`config.mk`:
```
export PLATFORM = sky130hd
export DESIGN_NAME = burst_counter
export DESIGN_NICKNAME = d
export VERILOG_FILES = /design/src/common/dcache_pkg.sv /design/src/hw/burst_counter.sv
export SDC_FILE = /design/constraint.sdc
export NUM_CORES = 1
export LEC_CHECK = 0
export ABC_AREA = 0
export BUFFER_PORTS_ARGS = -buffer_cell sky130_fd_sc_hd__buf_2
export CORE_AREA = 2 2 39 41
export DETAILED_ROUTE_END_ITERATION = 8
export DIE_AREA = 0 0 41 43
export PLACE_DENSITY_LB_ADDON = 0.25
export REMOVE_ABC_BUFFERS = 1
export SYNTH_ARGS = -nofsm -noshare
export SYNTH_HDL_FRONTEND = slang
export SYNTH_SLANG_ARGS = --single-unit
export TNS_END_PERCENT = 30
```
`constraint.sdc`:
```
create_clock -name clk -period 1.1 [get_ports clk]
set_input_delay 0.165 -clock clk [delete_from_list [all_inputs] [get_ports clk]]
set_output_delay 0.165 -clock clk [all_outputs]
set_load 0.1 [all_outputs]
```
`src/common/dcache_pkg.sv`:
```
`default_nettype none

package dcache_pkg;

    // 16KB, 2-way, 128 sets, 16 words per line
    localparam int word_width     = 32;
    localparam int bytes_per_word = 4;
    localparam int byte_width     = word_width / bytes_per_word;
    localparam int words_per_line = 16;
    localparam int num_ways       = 2;
    localparam int num_sets       = 128;

    localparam int offset_bits = $clog2(words_per_line);
    localparam int index_bits  = $clog2(num_sets);
    localparam int align_bits  = $clog2(bytes_per_word);
    localparam int way_bits    = $clog2(num_ways);
    localparam int tag_bits    = 32 - index_bits - offset_bits - align_bits;

    typedef logic [word_width-1:0]     word_t;
    typedef logic [bytes_per_word-1:0] strobe_t;
    typedef logic [offset_bits-1:0]    offset_t;
    typedef logic [index_bits-1:0]     index_t;
    typedef logic [tag_bits-1:0]       tag_t;
    typedef logic [way_bits-1:0]       way_t;
    typedef logic [align_bits-1:0]     align_t;

    typedef struct packed {
        tag_t    tag;
        index_t  index;
        offset_t offset;
        align_t  align;
    } addr_t;

    // word location inside the data array
    typedef struct packed {
        way_t    way;
        index_t  index;
        offset_t offset;
    } data_addr_t;

    typedef enum logic [1:0] {
        idle,
        wb_read,
        wb_send,
        fill
    } ctrl_state_t;

endpackage

`default_nettype wire

```
`src/hw/burst_counter.sv`:
```
`timescale 1ns/10ps
`default_nettype none

module burst_counter import dcache_pkg::*; (
    input  logic    clk,
    input  logic    resetn,
    input  logic    clear,
    input  logic    step,
    output offset_t count,
    output logic    last
);

    always_ff @(posedge clk) begin
        if (resetn) begin
            count <= '0;
        end else if (clear) begin
            count <= '0;
        end else if (step) begin
            // wraps back to word 0 after the final beat
            count <= count + 1'b1;
        end
    end

    assign last = step && (count == offset_t'(words_per_line - 1));

endmodule

`default_nettype wire

```
==> results.json, run 1 <==
{
  "period_needed_ns": 1.28,
  "utilization_pct": 30.4,
  "holdPathEnd": "count[2]",
  "syn-instance-count": 18,
  "cp_cell_sequence": "ha_4, and4_4, buf_12",
  "cts_sinks": 4,
  "htreeDepth": 1,
  "grt_pass1_wl_um": 952,
  "synth_ff_type": "dfxtp_1",
  "ctsHoldBuffers": 0,
  "syn_area_um2": 221,
  "yosysTopAreaCell": "dfxtp_1",
  "design_area_um2": 420,
  "initial_utilization_pct": 16.0,
  "rsz0062_at_grt": "yes",
  "top_register": "count",
  "yosys-top-cells-count": "dfxtp_1, nor3_1",
  "rows": 14,
  "fill_cells": 142,
  "cpMaxStageDelayCell": "dfxtp_4",
  "area_growth_pct": 89.8,
  "ys_ff_latch": 4,
  "cp.arrival_ns": 1.12,
  "power_density_mw_per_mm2": 932,
  "core_mm2": 0.00138,
  "clockBufferDepth": 2,
  "power_leakage_nw": 0.168,
  "yosysSeqAreaShare_pct": 36.2,
  "cts_buffers": 3,
  "peakVddDrop_uv": 449,
  "largest_reg_flops": 4,
  "reg_top3": "count x4",
  "worst_pin_slew_ns": 0.194,
  "slowest_delay_ns": 0.35,
  "critPathKind": "register to output pin",
  "maxSlewViolCount": 0,
  "drv_cap": 0,
  "critPathTopFamily": "flip-flops",
  "cp-start-kind": "register",
  "pre_cts_slack_ns": -0.00306,
  "drtIter0Drc": 3,
  "grt_overflow": 0,
  "pin_count": 9,
  "die_area_mm2": 0.00176,
  "regArea_um2": 88.8,
  "synth_edf_count": 0,
  "cp.required_ns": 0.94,
  "die_w_um": 41,
  "grt_max_degree": 7,
  "r2r-end": "count[2]",
  "clock.fmax_mhz": 781,
  "synthArstFlopShare_pct": 0,
  "yosysTopAreaCellShare_pct": 36.2,
  "worst_slack_ns": -0.181,
  "hold_depth": 2,
  "wl_per_cell_um": 10.7,
  "setup_violations": 1,
  "crit_fanout": 2,
  "drc_errors": 0,
  "instances_no_fill": 48,
  "port-buffer-count": 8,
  "place_hpwl_um": 405,
  "synthTopCellsByArea": "dfxtp_1, nand4_4, nor3_1, mux2_4, a211oi_2",
  "slew_headroom_pct": 87.0,
  "layout-drive-gt1-share_pct": 71.9,
  "hold_violations": 0,
  "cts_tree": "built",
  "failed_checks": "negative setup slack",
  "reg2reg_from": "count[1]",
  "clkSlewWorstSetupHoldPaths_ns": 0.04,
  "ant_nets": 0,
  "clk_root_buffer_cell": "clkbuf_4",
  "via_per_inst": 4.29,
  "synth_cell_types": 13,
  "firstDrtPassIters": 4,
  "fin_nets": 39,
  "avgSynthCellArea_um2": 12.3,
  "drt-total-wl_um": 514,
  "placed_cells": 45,
  "synth_most_common_cell": "dfxtp_1",
  "outcome": "finished with violations",
  "clock_latency_ns": 0.24,
  "regToRegSetupSlack_ns": 0.05,
  "ys_warn_count": 0,
  "period_share_pct": 116,
  "place_area_um2": 375,
  "place.gp.congestion": 0.662,
  "die_h_um": 43,
  "endpoint_kind": "output pin",
  "hp-start": "resetn",
  "clock_skew_ns": 0.00807,
  "antenna_cells": 0,
  "grt_pass1_vias": 228,
  "track_usage_pct": 8.74,
  "antenna_found_initial": 0,
  "r2r_cells": 4,
  "crit_buf_inv": 1,
  "multi_input_area_um2": 144,
  "hold_path.class": "input pin to register",
  "vias": 206
}
==> final cells by class <==
class	count	area share, %
flip-flops and latches	4	21.1
clock buffers	3	5.36
multi-input cells	13	34.2
well taps	16	4.76
repair buffers	12	34.5
==> worst max-delay path by stage <==
stage / start / endpoint / slack (ns) / cells after the start
2_1_floorplan: count[0] / last / -0.99 / 2
3_3_place_gp: count[0] / last / 0.02 / 3
3_5_place_dp: count[0] / last / -0.003 / 3
4_1_cts: count[1] / last / -0.19 / 3
5_1_grt: count[1] / last / -0.22 / 3
6_report: count[1] / last / -0.18 / 3
==> where the power goes <==
part | internal (mW) | total, mW | switching (mW) | leakage [nW]
registers | 0.145 | 0.148 | 0.00311 | 0.0344
logic | 0.0236 | 0.0625 | 0.0389 | 0.120
clock network | 0.122 | 0.182 | 0.0596 | 0.0138
total | 0.290 | 0.392 | 0.102 | 0.168
==> metal layers <==
metal | vias up | track usage, % | share of wire, %
li1 | 96 | - | -
met1 | 99 | 9.03 | 43
met2 | 11 | 11.9 | 45
met3 | 0 | 7.85 | 12
met4 | 0 | 4.00 | 0
met5 | - | 0 | 0
==> cell families after synthesis <==
| logic type | Yosys count | synth area share, % |
|---|---|---|
| adders and majority gates | 1 | 5.65 |
| AOI/OAI and AO/OA | 2 | 10.2 |
| buffers and inverters | 1 | 5.08 |
| and+or+nand+nor | 7 | 27.7 |
| DFF | 4 | 36.2 |
| xor gates and xnor gates | 1 | 3.96 |
| muxes | 2 | 11.3 |
==> what timing repair did <==
action | in CTS | in global routing
pin swaps | 1 | 0
gates resized for setup | 6 | 2
buffers inserted | 0 | 0
setup endpoints to repair | 2 | 4
endpoints found under the hold margin | 0 | 0
==> per-stage QoR <==
step	total power [mW]	TNS, ns	hold WS, ns
2_1_floorplan	0.182	-3.20	0.230
3_3_place_gp	0.212	0	0.396
3_5_place_dp	0.214	-0.00306	0.392
4_1_cts	0.407	-0.190	0.129
5_1_grt	0.418	-0.225	0.136
6_report	0.392	-0.181	0.135
==> placed cells by master, fill, tap and decap left out, drive strengths merged <==
| master | n |
|---|---|
| buf | 12 |
| dfxtp | 4 |
| nor3 | 3 |
| clkbuf | 3 |
| and4 | 1 |
| mux2i | 1 |
| xnor2 | 1 |
| nor3b | 1 |
| nand4 | 1 |
| mux2 | 1 |
| a21bo | 1 |
| nand3b | 1 |
| a211oi | 1 |
| ha | 1 |
(Power assumes the default switching activity.)
==> run 2: changes to the inputs <==
Settings changed: SETUP_SLACK_MARGIN set to 0.02.
Clock period 1.1 ns to 1.48 ns, I/O delays scaled along.
==> results.json, run 2 (synthesis gave the netlist of run 1 again) <==
{
  "track_usage_pct": 7.64,
  "drv_cap": 0,
  "regToRegSetupSlack_ns": 0.43,
  "utilization_pct": 23.9,
  "period_needed_ns": 1.41,
  "clk_root_buffer_cell": "clkbuf_4",
  "cp-start-kind": "register",
  "fill_cells": 152,
  "multi_input_area_um2": 144,
  "cp_cell_sequence": "buf_4, buf_2",
  "critPathKind": "register to output pin",
  "design_area_um2": 330,
  "rsz0062_at_grt": "no",
  "holdPathEnd": "count[2]",
  "clock.fmax_mhz": 707,
  "drt-total-wl_um": 459,
  "cp.arrival_ns": 1.19,
  "slew_headroom_pct": 67.9,
  "cts_tree": "built",
  "cts_buffers": 3,
  "ctsHoldBuffers": 0,
  "wl_per_cell_um": 10.2,
  "crit_fanout": 3,
  "reg_top3": "count x4",
  "hold_depth": 2,
  "die_h_um": 43,
  "grt_pass1_wl_um": 841,
  "final_common_cell": "buf_2",
  "hold_path.class": "input pin to register",
  "pin_count": 9,
  "die_w_um": 41,
  "grt_overflow": 0,
  "fin_nets": 36,
  "top_register": "count",
  "power_leakage_nw": 0.139,
  "initial_utilization_pct": 16.0,
  "placed_cells": 42,
  "rows": 14,
  "vias": 194,
  "grt_pass1_vias": 196,
  "place.gp.congestion": 0.673,
  "core_mm2": 0.00138,
  "place_area_um2": 293,
  "instances_no_fill": 45,
  "clock_latency_ns": 0.23,
  "maxSlewViolCount": 0,
  "setup_violations": 0,
  "via_per_inst": 4.31,
  "period_share_pct": 95.5,
  "r2r-end": "count[3]",
  "cp.required_ns": 1.26,
  "reg2reg_from": "count[0]",
  "peakVddDrop_uv": 596,
  "worst_pin_slew_ns": 0.486,
  "layout_common_cells": "buf_2, nor3_1, clkbuf_4, dfxtp_1",
  "ant_nets": 0,
  "die_area_mm2": 0.00176,
  "regArea_um2": 81.3,
  "grt_max_degree": 7,
  "endpoint_kind": "output pin",
  "worst_slack_ns": 0.0666,
  "largest_reg_flops": 4,
  "outcome": "complete, no violations",
  "slowest_delay_ns": 0.42,
  "hp-start": "resetn",
  "cts_sinks": 4,
  "clock_skew_ns": 0.000885,
  "pre_cts_slack_ns": 0.191,
  "drtIter0Drc": 3,
  "r2r_cells": 3,
  "clkSlewWorstSetupHoldPaths_ns": 0.03,
  "whs_ns": 0.223,
  "htreeDepth": 1,
  "firstDrtPassIters": 2,
  "clockBufferDepth": 2,
  "drc_errors": 0,
  "place_hpwl_um": 362,
  "antenna_found_initial": 0,
  "area_growth_pct": 49.2,
  "layout-drive-gt1-share_pct": 62.1,
  "port-buffer-count": 8,
  "antenna_cells": 0,
  "cpMaxStageDelayCell": "buf_2",
  "post-cts-setup-buffers": 0,
  "power_density_mw_per_mm2": 849,
  "hold_violations": 0
}
==> run 2: cell types whose count changed in the layout (fill, tap and decap cells not counted), sizes merged <==
cell  change
buf       -3
==> run 2: what timing repair did <==
action                                 in CTS  in global routing
setup endpoints to repair                   1                  1
resized for setup                           3                  1
endpoints found under the hold margin       0                  0
==> run 2: area by class of cell <==
type	count	area share (%)
Clock buffer	3	6.82
Tap cell	16	6.06
Sequential cell	4	24.6
Timing Repair Buffer	9	18.9
Multi-Input combinational cell	13	43.6
==> run 2: power breakdown <==
part / switching [mW] / total (mW) / internal [mW]
Clock: 0.0387 / 0.129 / 0.0903
Sequential: 0.00256 / 0.113 / 0.111
Combinational: 0.0274 / 0.0383 / 0.0109
==> run 2: worst max-delay path, delay by kind of cell (launching register included) <==
family | cells | cell delay (ns)
buffers and inverters | 2 | 0.58
DFF | 1 | 0.38
==> run 2: worst max-delay path by stage <==
| stage | to | start | slack [ns] |
|---|---|---|---|
| 5_1_grt | count[0] | count[0] | 0.02 |
| 2_1_floorplan | last | count[0] | -0.66 |
| 6_report | count[0] | count[0] | 0.07 |
| 4_1_cts | last | count[1] | 0.04 |
| 3_3_place_gp | last | count[1] | 0.23 |
| 3_5_place_dp | last | count[1] | 0.19 |
==> run 2: layer usage <==
layer / wire (um) / global-route usage (%) / vias to the layer above
met5: 0 / 0 / -
met3: 66 / 6.28 / 0
li1: - / - / 91
met2: 188 / 9.06 / 9
met4: 0 / 4.00 / 0
met1: 204 / 9.35 / 94
==> run 2: metrics by stage <==
step	power, mW	setup TNS (ns)
2_1_floorplan	0.135	-1.23
3_3_place_gp	0.150	0
3_5_place_dp	0.151	0
4_1_cts	0.286	0
5_1_grt	0.300	0
6_report	0.280	0
==> run 3: changes to the inputs <==
Settings changed: CELL_PAD_IN_SITES_DETAIL_PLACEMENT set to 1, CELL_PAD_IN_SITES_GLOBAL_PLACEMENT set to 1, PLACE_DENSITY set to 0.48, PLACE_DENSITY_LB_ADDON 0.25 to not set.
==> results.json, run 3 (synthesis gave the netlist of run 1 again) <==
{
  "hold_violations": 0,
  "die_area_mm2": 0.00176,
  "period_needed_ns": 1.37,
  "track_usage_pct": 7.92,
  "cp_cell_sequence": "ha_2, and4_4, buf_12",
  "layout_common_cells": "buf_2, nor3_1, clkbuf_4, dfxtp_1, buf_4",
  "power_density_mw_per_mm2": 859,
  "vias": 202,
  "grt_overflow": 0,
  "comb_power_share_pct": 13.5,
  "slew_headroom_pct": 67.7,
  "critPathKind": "register to output pin",
  "initial_utilization_pct": 16.0,
  "endpoint_kind": "output pin",
  "place_area_um2": 300,
  "wl_per_cell_um": 10.3,
  "hold_path.class": "input pin to register",
  "seqPwrFrac_pct": 38.7,
  "clk_root_buffer_cell": "clkbuf_4",
  "maxSlewViolCount": 0,
  "clock_latency_ns": 0.24,
  "core_mm2": 0.00138,
  "antenna_cells": 0,
  "whs_ns": 0.215,
  "cts_sinks": 4,
  "reg_top3": "count x4",
  "worst_pin_slew_ns": 0.488,
  "placed_cells": 43,
  "die_h_um": 43,
  "grt_pass1_wl_um": 848,
  "via_per_inst": 4.30,
  "clockBufferDepth": 2,
  "peakVddDrop_uv": 240,
  "place.gp.congestion": 0.528,
  "drc_errors": 0,
  "area_growth_pct": 51.4,
  "largest_reg_flops": 4,
  "hold_depth": 2,
  "p_int_mw": 0.212,
  "crit_fanout": 2,
  "instances_no_fill": 47,
  "drv_cap": 0,
  "cp.arrival_ns": 1.15,
  "cp.required_ns": 1.26,
  "p_switching_mw": 0.0756,
  "critical_path_cell_count": 3,
  "rows": 14,
  "p_clk_share_pct": 47.8,
  "r2r_cells": 4,
  "pin_count": 9,
  "grt_max_degree": 7,
  "slowest_delay_ns": 0.33,
  "crit_buf_inv": 1,
  "layout-drive-gt1-share_pct": 64.5,
  "die_w_um": 41,
  "port-buffer-count": 8,
  "setup_violations": 0,
  "power_leakage_nw": 0.150,
  "clock.fmax_mhz": 727,
  "grt_pass1_vias": 203,
  "clkSlewWorstSetupHoldPaths_ns": 0.04,
  "final_common_cell": "buf_2",
  "period_share_pct": 92.9,
  "ant_nets": 0,
  "clock_skew_ns": 0.00237,
  "critPathTopFamily": "flip-flops",
  "outcome": "complete, no violations",
  "cp-start-kind": "register",
  "drt-total-wl_um": 483,
  "top_register": "count",
  "cts_tree": "built",
  "cpMaxStageDelayCell": "dfxtp_1",
  "htreeDepth": 1,
  "cts_buffers": 3,
  "design_area_um2": 335,
  "drtIter0Drc": 1,
  "rsz0062_at_grt": "no",
  "fin_nets": 38,
  "swShare_pct": 26.2,
  "firstDrtPassIters": 2,
  "antenna_found_initial": 0
}
run 3: area by class of cell:
class	count	area, um^2
well taps	16	20.0
multi-input cells	13	134
fillers	163	1050
flip-flops and latches	4	81.3
clock buffers	3	22.5
repair buffers	11	77.6
run 3: repair_timing:
| item | 4_1_cts | 5_1_grt |
|---|---|---|
| endpoints found under the hold margin | 0 | 0 |
| buffers inserted | 0 | 1 |
| gates resized for setup | 0 | 3 |
| hold buffers | 0 | 0 |
| setup endpoints to repair | 0 | 1 |
run 3: through the flow:
step | util (%) | power, mW | setup TNS (ns) | worst slack (ns)
after detailed placement | 21.7 | 0.152 | 0 | 0.291
after floorplan | - | 0.135 | -1.23 | -0.664
after global placement | 21.7 | 0.151 | 0 | 0.328
after global routing | 24.2 | 0.314 | 0 | 0.0393
final | 24.2 | 0.288 | 0 | 0.105
after CTS | 23.3 | 0.296 | 0 | 0.0356
run 3: power by group through the flow:
stage / registers, mW / clock network (mW) / logic [mW]
after floorplan: 0.129 / 0 / 0.00627
after global placement: 0.113 / 0 / 0.0377
after detailed placement: 0.113 / 0 / 0.0389
after CTS: 0.111 / 0.146 / 0.0391
after global routing: 0.112 / 0.160 / 0.0414
final: 0.112 / 0.137 / 0.0389
run 3: path summary, 6_finish.rpt:
path | slack [ns] | endpoint | start
setup / recovery | 0.11 | last | count[0]
hold / removal | 0.22 | count[2] | resetn
setup reg to reg | 0.43 | count[2] | count[1]
hold reg to reg | 0.60 | count[3] | count[2]
run 3: per-layer routing:
layer | routed length (um) | vias to the layer above | track usage (%)
met5 | 0 | - | 0
met4 | 18 | 0 | 10.0
met3 | 52 | 2 | 3.14
met2 | 199 | 11 | 9.38
met1 | 214 | 93 | 8.97
li1 | - | 96 | -
