===== src/common/dcache_pkg.sv =====
`default_nettype none

package dcache_pkg;

    // 16KB, 2-way, 128 sets, 16 words per line
    localparam int word_width     = 32;
    localparam int bytes_per_word = 4;
    localparam int byte_width     = word_width / bytes_per_word;
    localparam int words_per_line = 16;
    localparam int num_ways       = 2;
    localparam int num_sets       = 128;

    localparam int offset_bits = $clog2(words_per_line);
    localparam int index_bits  = $clog2(num_sets);
    localparam int align_bits  = $clog2(bytes_per_word);
    localparam int way_bits    = $clog2(num_ways);
    localparam int tag_bits    = 32 - index_bits - offset_bits - align_bits;

    typedef logic [word_width-1:0]     word_t;
    typedef logic [bytes_per_word-1:0] strobe_t;
    typedef logic [offset_bits-1:0]    offset_t;
    typedef logic [index_bits-1:0]     index_t;
    typedef logic [tag_bits-1:0]       tag_t;
    typedef logic [way_bits-1:0]       way_t;
    typedef logic [align_bits-1:0]     align_t;

    typedef struct packed {
        tag_t    tag;
        index_t  index;
        offset_t offset;
        align_t  align;
    } addr_t;

    // word location inside the data array
    typedef struct packed {
        way_t    way;
        index_t  index;
        offset_t offset;
    } data_addr_t;

    typedef enum logic [1:0] {
        idle,
        wb_read,
        wb_send,
        fill
    } ctrl_state_t;

endpackage

`default_nettype wire


===== src/common/data_port_if.sv =====
`timescale 1ns/10ps
`default_nettype none

// single read/write port of the data array
interface data_port_if;

    logic                   en;
    dcache_pkg::strobe_t    strobe;
    dcache_pkg::data_addr_t addr;
    dcache_pkg::word_t      wdata;
    dcache_pkg::word_t      rdata;

    modport ctrl (
        output en,
        output strobe,
        output addr,
        output wdata,
        input  rdata
    );

    modport ram (
        input  en,
        input  strobe,
        input  addr,
        input  wdata,
        output rdata
    );

endinterface

`default_nettype wire


===== src/dcache/dcache_ctrl.sv =====
`timescale 1ns/10ps
`default_nettype none

module dcache_ctrl import dcache_pkg::*; (
    input  logic        clk,
    input  logic        resetn,
    input  logic        req_valid,
    input  addr_t       req_addr,
    input  strobe_t     req_strobe,
    input  word_t       req_wdata,
    output logic        addr_ok,
    output logic        data_ok,
    output word_t       rdata,
    input  logic        hit,
    input  way_t        hit_way,
    input  way_t        victim_way,
    input  logic        victim_dirty,
    input  tag_t        victim_tag,
    output logic        meta_fill,
    output logic        meta_touch,
    output logic        write_hit,
    output logic        lookup_en,
    output logic        burst_step,
    output logic        burst_clear,
    input  offset_t     burst_count,
    input  logic        burst_last,
    output logic        buf_capture,
    input  word_t       buf_word,
    output logic        mem_valid,
    output logic        mem_is_write,
    output addr_t       mem_addr,
    output word_t       mem_wdata,
    input  logic        mem_ready,
    input  logic        mem_last,
    input  word_t       mem_rdata,
    data_port_if.ctrl   data_port
);

    ctrl_state_t state;
    logic        lk_valid;
    addr_t       lk_addr;
    strobe_t     lk_strobe;
    word_t       lk_wdata;
    logic        wb_tail;
    logic        lk_hit;
    logic        lk_miss;

    // only one request sits in lookup at a time
    assign lookup_en = (state == idle) && req_valid && !lk_valid;
    assign lk_hit    = (state == idle) && lk_valid && hit;
    assign lk_miss   = (state == idle) && lk_valid && !hit;

    always_ff @(posedge clk) begin
        if (lookup_en) begin
            lk_addr   <= req_addr;
            lk_strobe <= req_strobe;
            lk_wdata  <= req_wdata;
        end
    end

    always_ff @(posedge clk) begin
        if (resetn) begin
            state    <= idle;
            lk_valid <= 1'b0;
            wb_tail  <= 1'b0;
            data_ok  <= 1'b0;
        end else begin
            lk_valid <= lookup_en;
            data_ok  <= addr_ok;
            unique case (state)
                idle: begin
                    if (lk_miss) begin
                        state <= victim_dirty ? wb_read : fill;
                    end
                end
                wb_read: begin
                    // one extra cycle to capture the last word read
                    if (burst_last) begin
                        wb_tail <= 1'b1;
                    end
                    if (wb_tail) begin
                        wb_tail <= 1'b0;
                        state   <= wb_send;
                    end
                end
                wb_send: begin
                    if (mem_ready && mem_last) begin
                        state <= fill;
                    end
                end
                fill: begin
                    // back to idle where the held request is looked up again
                    if (mem_ready && mem_last) begin
                        state <= idle;
                    end
                end
            endcase
        end
    end

    always_comb begin
        data_port.en          = 1'b0;
        data_port.strobe      = '0;
        data_port.addr.way    = victim_way;
        data_port.addr.index  = lk_addr.index;
        data_port.addr.offset = burst_count;
        data_port.wdata       = mem_rdata;
        burst_step            = 1'b0;
        buf_capture           = 1'b0;
        unique case (state)
            idle: begin
                if (lk_hit) begin
                    data_port.en          = 1'b1;
                    data_port.strobe      = lk_strobe;
                    data_port.addr.way    = hit_way;
                    data_port.addr.offset = lk_addr.offset;
                    data_port.wdata       = lk_wdata;
                end
            end
            wb_read: begin
                data_port.en = 1'b1;
                burst_step   = !wb_tail;
                buf_capture  = wb_tail || (burst_count != '0);
            end
            wb_send: begin
                burst_step = mem_ready;
            end
            fill: begin
                data_port.en     = mem_ready;
                data_port.strobe = '1;
                burst_step       = mem_ready;
            end
        endcase
    end

    assign burst_clear = (state == idle);
    assign addr_ok     = lk_hit;
    assign rdata       = data_port.rdata;
    assign meta_touch  = lk_hit;
    assign write_hit   = |lk_strobe;
    assign meta_fill   = (state == fill) && mem_ready && mem_last;

    assign mem_valid    = (state == wb_send) || (state == fill);
    assign mem_is_write = (state == wb_send);
    assign mem_wdata    = buf_word;

    // bursts always start at word 0 of the line
    always_comb begin
        mem_addr        = lk_addr;
        mem_addr.offset = '0;
        mem_addr.align  = '0;
        if (state == wb_send) begin
            mem_addr.tag = victim_tag;
        end
    end

    assert property (@(posedge clk) disable iff (resetn)
        mem_valid && !(mem_ready && mem_last) |=> mem_valid && $stable(mem_addr));

    assert property (@(posedge clk) disable iff (resetn)
        addr_ok |=> data_ok && !addr_ok);

endmodule

`default_nettype wire


===== src/flat_wrapper.sv =====
// flat-port wrapper written by rule: the top's interface ports become plain ports
module dcache_ctrl_flat import dcache_pkg::*;
  (clk, resetn, req_valid, req_addr, req_strobe, req_wdata, addr_ok, data_ok, rdata, hit, hit_way, victim_way, victim_dirty, victim_tag, meta_fill, meta_touch, write_hit, lookup_en, burst_step, burst_clear, burst_count, burst_last, buf_capture, buf_word, mem_valid, mem_is_write, mem_addr, mem_wdata, mem_ready, mem_last, mem_rdata, data_port_en, data_port_strobe, data_port_addr, data_port_wdata, data_port_rdata);
  data_port_if data_port_i ();
  input  logic clk;
  input  logic resetn;
  input  logic req_valid;
  input  addr_t req_addr;
  input  strobe_t req_strobe;
  input  word_t req_wdata;
  output logic addr_ok;
  output logic data_ok;
  output word_t rdata;
  input  logic hit;
  input  way_t hit_way;
  input  way_t victim_way;
  input  logic victim_dirty;
  input  tag_t victim_tag;
  output logic meta_fill;
  output logic meta_touch;
  output logic write_hit;
  output logic lookup_en;
  output logic burst_step;
  output logic burst_clear;
  input  offset_t burst_count;
  input  logic burst_last;
  output logic buf_capture;
  input  word_t buf_word;
  output logic mem_valid;
  output logic mem_is_write;
  output addr_t mem_addr;
  output word_t mem_wdata;
  input  logic mem_ready;
  input  logic mem_last;
  input  word_t mem_rdata;
  output wire logic [$bits(data_port_i.en)-1:0] data_port_en;
  output wire logic [$bits(data_port_i.strobe)-1:0] data_port_strobe;
  output wire logic [$bits(data_port_i.addr)-1:0] data_port_addr;
  output wire logic [$bits(data_port_i.wdata)-1:0] data_port_wdata;
  input wire logic [$bits(data_port_i.rdata)-1:0] data_port_rdata;
  assign data_port_en = data_port_i.en;
  assign data_port_strobe = data_port_i.strobe;
  assign data_port_addr = data_port_i.addr;
  assign data_port_wdata = data_port_i.wdata;
  assign data_port_i.rdata = data_port_rdata;
  dcache_ctrl u_core (.clk(clk), .resetn(resetn), .req_valid(req_valid), .req_addr(req_addr), .req_strobe(req_strobe), .req_wdata(req_wdata), .addr_ok(addr_ok), .data_ok(data_ok), .rdata(rdata), .hit(hit), .hit_way(hit_way), .victim_way(victim_way), .victim_dirty(victim_dirty), .victim_tag(victim_tag), .meta_fill(meta_fill), .meta_touch(meta_touch), .write_hit(write_hit), .lookup_en(lookup_en), .burst_step(burst_step), .burst_clear(burst_clear), .burst_count(burst_count), .burst_last(burst_last), .buf_capture(buf_capture), .buf_word(buf_word), .mem_valid(mem_valid), .mem_is_write(mem_is_write), .mem_addr(mem_addr), .mem_wdata(mem_wdata), .mem_ready(mem_ready), .mem_last(mem_last), .mem_rdata(mem_rdata), .data_port(data_port_i));
endmodule

===== config.mk =====
export PLATFORM = sky130hd
export DESIGN_NAME = dcache_ctrl_flat
export DESIGN_NICKNAME = d
export VERILOG_FILES = /design/src/common/dcache_pkg.sv /design/src/common/data_port_if.sv /design/src/dcache/dcache_ctrl.sv /design/src/flat_wrapper.sv
export SDC_FILE = /design/constraint.sdc
export NUM_CORES = 1
export LEC_CHECK = 0
export BUFFER_PORTS_ARGS = -buffer_cell sky130_fd_sc_hd__buf_4
export CORE_AREA = 2 2 136 138
export CTS_BUF_LIST = sky130_fd_sc_hd__clkbuf_8 sky130_fd_sc_hd__clkbuf_16
export CTS_CLUSTER_DIAMETER = 150
export DETAILED_ROUTE_END_ITERATION = 8
export DIE_AREA = 0 0 138 140
export PLACE_DENSITY = 0.56
export RECOVER_POWER = 50
export SLEW_MARGIN = 20
export SYNTH_ARGS = -nofsm -noshare
export SYNTH_HDL_FRONTEND = slang
export SYNTH_SLANG_ARGS = --single-unit

===== constraint.sdc =====
create_clock -name clk -period 7.48 [get_ports clk]
set_input_delay 0.748 -clock clk [delete_from_list [all_inputs] [get_ports clk]]
set_output_delay 0.748 -clock clk [all_outputs]
set_load 0.03 [all_outputs]

==> impl_summary.log, run 1 <==
INFO  metric run_status = finished clean
INFO  metric cts_hold_repair.buffers = 0
INFO  metric peakVddDrop = 0.000138 V
INFO  metric final_hold_viol_count = 0
INFO  metric drc_errors = 0
INFO  metric viasPerCell = 3.87
INFO  metric postSynthAreaPerCell = 10.8 sq um
INFO  metric gp_congestion = 0.853
INFO  metric layout.nets = 681
INFO  metric ctsRootBufferMaster = clkbuf_16
INFO  metric timing.max_slew.rel_slack = 0.305
INFO  metric drt-pass1-iter-count = 4
INFO  metric layout_worst_path_cycle_share = 0.537
INFO  metric number_of_antenna_violations_at_the_first_check_in_global_routing = 1
INFO  metric layout_cells_sized_above_1 = 0.463
INFO  metric maximum_level_of_the_cts_h_tree = 3
INFO  metric clk_pin_slew_worst_paths = 0.06 ns
INFO  metric critical_path_origin = u_core.state[1]
INFO  metric floorplan.die.width = 138 microns
INFO  metric floorplan.rows = 49
INFO  metric final_antenna_net_count = 0
INFO  metric number_of_max_capacitance_violations_reported = 0
INFO  metric reg2reg_capture_point = u_core.lk_wdata[9]
INFO  metric yosys_register_bits = 71
INFO  metric edff_count_synth = 66
INFO  metric worstSetupStartpointType = flop
INFO  metric clkLatencyLatePin = 0.34 ns
INFO  metric fillCellCount = 1880
INFO  metric power_leakage = 2.37 nW
INFO  metric grt_pass1_vias = 2775
INFO  metric placedInstanceArea = 4960 sq um
INFO  metric cts_resized = 0
INFO  metric num_vias = 2761
INFO  metric synth-seq-area-share = 0.563
INFO  metric post_synth_instance_area = 3700 sq um
INFO  metric synth_cells = 341
INFO  metric tns = 0 ns
INFO  metric routed_wirelength = 12.9 mm
INFO  metric pwr_density_cell = 316 nW/um^2
INFO  metric cts.repair_timing.setup_buffer_count = 0
INFO  metric critical_path.reg2reg.startpoint = u_core.state[1]
INFO  metric grt_start_max_net_pins = 51
INFO  metric dominantRegCellSynth = edfxtp_1
INFO  metric pin_count = 353
INFO  metric hpwlAfterDp = 10.7 mm
INFO  metric worstHoldPathType = flop to flop
INFO  metric skew = 0.00695 ns
INFO  metric cts_tree = done
INFO  metric ys_async_sr_fraction = 0
INFO  metric die-area = 19300 sq um
INFO  metric clock_buffer_count_from_cts = 9
INFO  metric io_buffers = 216
INFO  metric avgRoutedWirePerCell = 18.1 microns
INFO  metric layout_cell_area_excl_fill = 5230 sq um
INFO  metric initial_utilization = 0.208
INFO  metric register_to_register_path_depth = 5
INFO  metric worst_ep_required_time = 6.73 ns
INFO  metric area_growth = 41.3%
INFO  metric chipHeight = 140 microns
INFO  metric hold_path.startpoint = u_core.state[0]
INFO  metric r2r_setup_slack = 5.04 ns
INFO  metric fmaxAchievable = 249 MHz
INFO  metric grtUsageTotal = 0.127
INFO  metric setup_viol = 0
INFO  metric worstSetupPathType = flop to primary output
INFO  metric synthDistinctLibCells = 25
INFO  metric ys_warn_count = 0
INFO  metric worstMarginPinSlew = 1.04 ns
INFO  metric endpoint_kind = primary output
INFO  metric period_needed = 4.02 ns
INFO  metric slew_violations = 0
INFO  metric global_route.overflow_total = 0
INFO  metric critPathMaxFanout = 43
INFO  metric ctsLongestPathBuffers = 2
INFO  metric grt_pass1_wl = 18.0 mm
INFO  metric placeableCoreArea = 17800 sq um
INFO  metric clock_sink_count = 71
INFO  metric cp_data_arrival_time = 3.27 ns
INFO  metric setup.worst_path.end = data_port_strobe[0]
INFO  metric drt_first_iter_violations = 67
INFO  metric rsz0062_at_grt = false
INFO  metric p_total = 1.65 mW
[power breakdown]
| part | internal (mW) | switching (mW) | leakage, nW |
|---|---|---|---|
| Sequential | 0.561 | 0.0332 | 0.668 |
| Combinational | 0.217 | 0.389 | 1.54 |
| Clock | 0.287 | 0.166 | 0.163 |
[layout make-up]
class                   instances  area (sq um)  share of cell area
flip-flops and latches         71          2080               0.398
repair buffers                217          1590               0.304
multi-input cells             177           951               0.182
well taps                     229           287              0.0548
clock buffers                   9           225              0.0431
clock inverters                 7          81.3              0.0156
inverters                       3          11.3             0.00215
diodes                          1          2.50            0.000479
[worst min-delay path by stage]
stage          cells after the start               to
3_3_place_gp                       2  u_core.state[0]
4_1_cts                            2  u_core.state[0]
6_report                           2  u_core.state[0]
5_1_grt                            1  u_core.lk_valid
2_1_floorplan                      1  u_core.lk_valid
3_5_place_dp                       2  u_core.state[0]
[synthesized netlist by cell type (all sizes together) (2+ instances only)]
master / instances / area (sq um)
nand2: 113 / 424
buf: 93 / 678
edfxtp: 66 / 1980
mux2: 19 / 214
nor2: 9 / 33.8
a21oi: 8 / 40.0
dfxtp: 5 / 100
ha: 5 / 62.6
inv: 3 / 11.3
nand2b: 3 / 18.8
clkbuf: 2 / 7.51
mux2i: 2 / 20.0
nor2b: 2 / 12.5
or4: 2 / 15.0
[sequential cells by signal, summed over array words and instances, names as in the netlist]
| name | flops |
|---|---|
| u_core.data_port.addr | 7 |
| u_core.lk_wdata | 32 |
| u_core.wb_tail | 1 |
| u_core.lk_valid | 1 |
| u_core.state | 2 |
| u_core.data_ok | 1 |
| u_core.lk_addr | 23 |
| u_core.lk_strobe | 4 |
[critical path, stage by stage (launching register included)]
cell and delay [ns]:
dfxtp_1 0.35, inv_1 0.11, ha_1 0.30, nand3_2 0.75, inv_2 0.94, a21oi_1 0.15, nor2_1 0.14, buf_4 0.18
[metal layers]
metal,wire length [microns],GRT usage
met1,3850,0.108
met5,0,0.00501
met2,6900,0.233
met3,1650,0.0670
met4,529,0.0768
[layout by cell type, fill, tap and decap left out, types with 3 or more instances in the layout]
cell type | synthesis | routed
a21oi_1 | 8 | 8
inv_1 | 2 | 5
clkbuf_16 | 0 | 9
mux2_1 | 19 | 19
clkbuf_4 | 0 | 66
dfxtp_1 | 5 | 5
nand2b_1 | 3 | 3
nor2_1 | 9 | 8
edfxtp_1 | 66 | 66
buf_4 | 85 | 140
clkbuf_1 | 2 | 11
nand2_1 | 113 | 113
ha_1 | 5 | 5
conb_1 | 1 | 6
[stage by stage]
stage / hold WS, ns / std cells / utilization / setup slack (ns)
after floorplan: 0.444 / 346 / - / 2.63
after global placement: 0.492 / 697 / 0.279 / 3.70
after detailed placement: 0.511 / 697 / 0.279 / 3.62
after CTS: 0.521 / 713 / 0.296 / 3.28
after global routing: 0.565 / 713 / 0.294 / 3.03
final: 0.517 / 714 / 0.294 / 3.46
[kinds of logic (layout without fill, tap and decap cells)]
family | count (synthesis) | in the layout | share of synthesized area
other | 1 | 7 | 0.00101
multiplexers | 21 | 21 | 0.0633
flip-flops | 71 | 71 | 0.563
AND/OR/NAND/NOR | 133 | 133 | 0.143
buffers and inverters | 98 | 236 | 0.188
adder cells (fa/ha/maj) | 5 | 5 | 0.0169
AO/OA/AOI/OAI | 12 | 12 | 0.0244
Power figures use the tool's default switching activity.
==> inputs of run 2 (changes only) <==
--- a/config.mk
+++ b/config.mk
@@ -11,7 +11,7 @@
 export CTS_CLUSTER_DIAMETER = 150
 export DETAILED_ROUTE_END_ITERATION = 8
 export DIE_AREA = 0 0 138 140
-export PLACE_DENSITY = 0.56
+export PLACE_DENSITY = 0.57
 export RECOVER_POWER = 50
 export SLEW_MARGIN = 20
 export SYNTH_ARGS = -nofsm -noshare
==> constraint.sdc (replaced) <==
create_clock -name clk -period 3.5 [get_ports clk]
set_input_delay 0.35 -clock clk [delete_from_list [all_inputs] [get_ports clk]]
set_output_delay 0.35 -clock clk [all_outputs]
set_load 0.03 [all_outputs]
==> impl_summary.log, run 2 (synthesized netlist as in run 1, its figures left out) <==
INFO  metric period_needed = 2.72 ns
INFO  metric floorplan.die.width = 138 microns (unchanged)
INFO  metric busiest_layer = met2 (unchanged)
INFO  metric critical_path_origin = u_core.state[1] (unchanged)
INFO  metric skew = 0.0103 ns (was 0.00695 ns)
INFO  metric hpwlAfterDp = 10.2 mm (was 10.7 mm)
INFO  metric critPathMaxFanout = 43 (unchanged)
INFO  metric grt_pass1_wl = 18.4 mm (was 18.0 mm)
INFO  metric slew_violations = 0 (unchanged)
INFO  metric io_buffers = 216 (unchanged)
INFO  metric timing.max_slew.rel_slack = 0.307 (was 0.305)
INFO  metric final_hold_viol_count = 0 (unchanged)
INFO  metric layout_cells_sized_above_1 = 0.465 (was 0.463)
INFO  metric run_status = finished clean (unchanged)
INFO  metric place_inst = 699 (was 697)
INFO  metric clock_buffer_count_from_cts = 9 (unchanged)
INFO  metric timing.critical_path.slowest_stage_cell = inv_2 (unchanged)
INFO  metric pwr_density_cell = 690 nW/um^2 (was 316 nW/um^2)
INFO  metric drt-pass1-iter-count = 4 (unchanged)
INFO  metric top_register = u_core.lk_wdata (unchanged)
INFO  metric net_switching_power_of_the_design = 1.26 mW (was 0.588 mW)
INFO  metric number_of_flip_flops_under_the_largest_register_name = 32 (unchanged)
INFO  metric layout_cell_area_excl_fill = 5270 sq um (was 5230 sq um)
INFO  metric maximum_level_of_the_cts_h_tree = 3 (unchanged)
INFO  metric number_of_antenna_violations_at_the_first_check_in_global_routing = 0 (was 1)
INFO  metric worst_ep_required_time = 3.15 ns (was 6.73 ns)
INFO  metric critical_path.reg2reg.startpoint = u_core.state[0] (was u_core.state[1])
INFO  metric clk_pin_slew_worst_paths = 0.06 ns (about the same)
INFO  metric grt_pass1_vias = 3039 (was 2775)
INFO  metric die-area = 19300 sq um (unchanged)
INFO  metric final_antenna_net_count = 0 (unchanged)
INFO  metric drc_errors = 0 (unchanged)
INFO  metric max_stage_delay = 0.56 ns (was 0.94 ns)
INFO  metric insertedDiodeCount = 0 (was 1)
INFO  metric layout.cells.most_common = buf_4 (unchanged)
INFO  metric placedInstanceArea = 4970 sq um (was 4960 sq um)
INFO  metric groute.layer.met2.usage = 0.228 (was 0.233)
INFO  metric cts_hold_repair.buffers = 0 (unchanged)
INFO  metric finish.cell_count_without_fillers = 715 (was 714)
INFO  metric drt_first_iter_violations = 93 (was 67)
INFO  metric initial_utilization = 0.208 (unchanged)
INFO  metric worstMarginPinSlew = 1.04 ns (about the same)
INFO  metric sequentialPowerShare = 0.349 (was 0.359)
INFO  metric floorplan.rows = 49 (unchanged)
INFO  metric p_total = 3.64 mW (was 1.65 mW)
INFO  metric cp_top_family = buffers and inverters (unchanged)
INFO  metric cts_resized = 0 (unchanged)
INFO  metric power_leakage = 2.38 nW (was 2.37 nW)
INFO  metric ctsLongestPathBuffers = 2 (unchanged)
INFO  metric cts.repair_timing.setup_buffer_count = 0 (unchanged)
INFO  metric rsz0062_at_grt = false (unchanged)
INFO  metric most-common-layout-cells = buf_4, nand2_1, edfxtp_1 (was buf_4, nand2_1, clkbuf_4, edfxtp_1, mux2_1)
INFO  metric gp_congestion = 0.763 (was 0.853)
INFO  metric number_of_max_capacitance_violations_reported = 0 (unchanged)
INFO  metric worst-path-buf-inv = 3 (unchanged)
INFO  metric grtUsageTotal = 0.127 (about the same)
INFO  metric routed_wirelength = 12.5 mm (was 12.9 mm)
INFO  metric hold_path_end = u_core.data_port.addr[7] (was u_core.state[0])
INFO  metric gr-usage-met3 = 0.0674 (was 0.0670)
INFO  metric clock_sink_count = 71 (unchanged)
INFO  metric ctsRootBufferMaster = clkbuf_16 (unchanged)
INFO  metric cp_cell_sequence = inv_1 > ha_1 > nand3_2 > inv_2 > a21oi_1 > nor2_1 > buf_4 (unchanged)
INFO  metric placeableCoreArea = 17800 sq um (unchanged)
INFO  metric clkLatencyLatePin = 0.34 ns (about the same)
INFO  metric chipHeight = 140 microns (unchanged)
INFO  metric worstSetupPathType = flop to primary output (unchanged)
INFO  metric reg2reg_capture_point = u_core.state[0] (was u_core.lk_wdata[9])
INFO  metric avgRoutedWirePerCell = 17.4 microns (was 18.1 microns)
INFO  metric area_growth = 42.6% (was 41.3%)
INFO  metric worstSetupStartpointType = flop (unchanged)
INFO  metric layout_worst_path_cycle_share = 0.777
INFO  metric fmaxAchievable = 368 MHz
INFO  metric r2r_setup_slack = 1.38 ns (was 5.04 ns)
INFO  metric endpoint_kind = primary output (unchanged)
INFO  metric power.internal = 2.38 mW (was 1.07 mW)
INFO  metric pin_count = 353 (unchanged)
INFO  metric worst_hold_path.num_cells = 1 (was 2)
INFO  metric p_sw_frac = 0.347 (was 0.356)
INFO  metric num_vias = 2778 (was 2761)
INFO  metric clock_power_share = 0.293 (was 0.274)
INFO  metric p_comb_frac = 0.358 (was 0.367)
INFO  metric layout.nets = 683 (was 681)
INFO  metric register_to_register_path_depth = 5 (unchanged)
INFO  metric cts_tree = done (unchanged)
INFO  metric tns = 0 ns (unchanged)
INFO  metric setup_viol = 0 (unchanged)
INFO  metric grt_start_max_net_pins = 44 (was 51)
INFO  metric cp_data_arrival_time = 2.37 ns (was 3.27 ns)
INFO  metric viasPerCell = 3.89 (was 3.87)
INFO  metric hold_path.startpoint = req_addr[9] (was u_core.state[0])
INFO  metric grtUsageMet1 = 0.114 (was 0.108)
INFO  metric peakVddDrop = 0.000315 V (was 0.000138 V)
INFO  metric global_route.overflow_total = 0 (unchanged)
INFO  metric worstHoldPathType = input pin to flop (was flop to flop)
run 2: changes by cell type in the layout (fill, tap and decap cells not counted), sizes merged:
cell	delta
inv	-3
diode	-1
clkbuf	+2
buf	+1
clkinv	+1
bufinv	+1
run 2: power by group through the flow:
stage	sequential, mW	combinational (mW)	clock, mW
5_1_grt	1.30	1.39	1.14
4_1_cts	1.27	1.36	1.10
3_3_place_gp	1.28	1.34	0
6_report	1.27	1.30	1.07
3_5_place_dp	1.29	1.36	0
2_1_floorplan	1.27	1.00	0
run 2: layer usage:
layer,share of wire,wire length [microns]
met3,0.13,1560
met1,0.31,3820
met4,0.039,485
met2,0.53,6600
met5,0,0
run 2: layout make-up:
cell class | instances | area, sq um
Clock buffer | 10 | 239
Clock inverter | 6 | 108
Timing Repair Buffer | 219 | 1600
Fill cell | 1882 | 12500
Sequential cell | 71 | 2080
Inverter | 3 | 11.3
Multi-Input combinational cell | 177 | 951
Tap cell | 229 | 287
run 2: worst max path at each step:
stage                     slack [ns]                        end  depth (start not counted)
after floorplan                 0.14  u_core.data_port.addr[10]                          4
after global placement          1.15        data_port_strobe[3]                          7
after detailed placement        1.09        data_port_strobe[3]                          7
after CTS                       0.70        data_port_strobe[3]                          7
after global routing            0.54        data_port_strobe[3]                          7
final                           0.78        data_port_strobe[3]                          7
run 2: through the flow:
step,hold WS (ns),util,worst slack (ns)
after detailed placement,0.529,0.280,1.09
final,0.208,0.297,0.780
after global placement,0.496,0.280,1.15
after floorplan,0.422,-,0.135
after global routing,0.184,0.297,0.540
after CTS,0.162,0.299,0.698
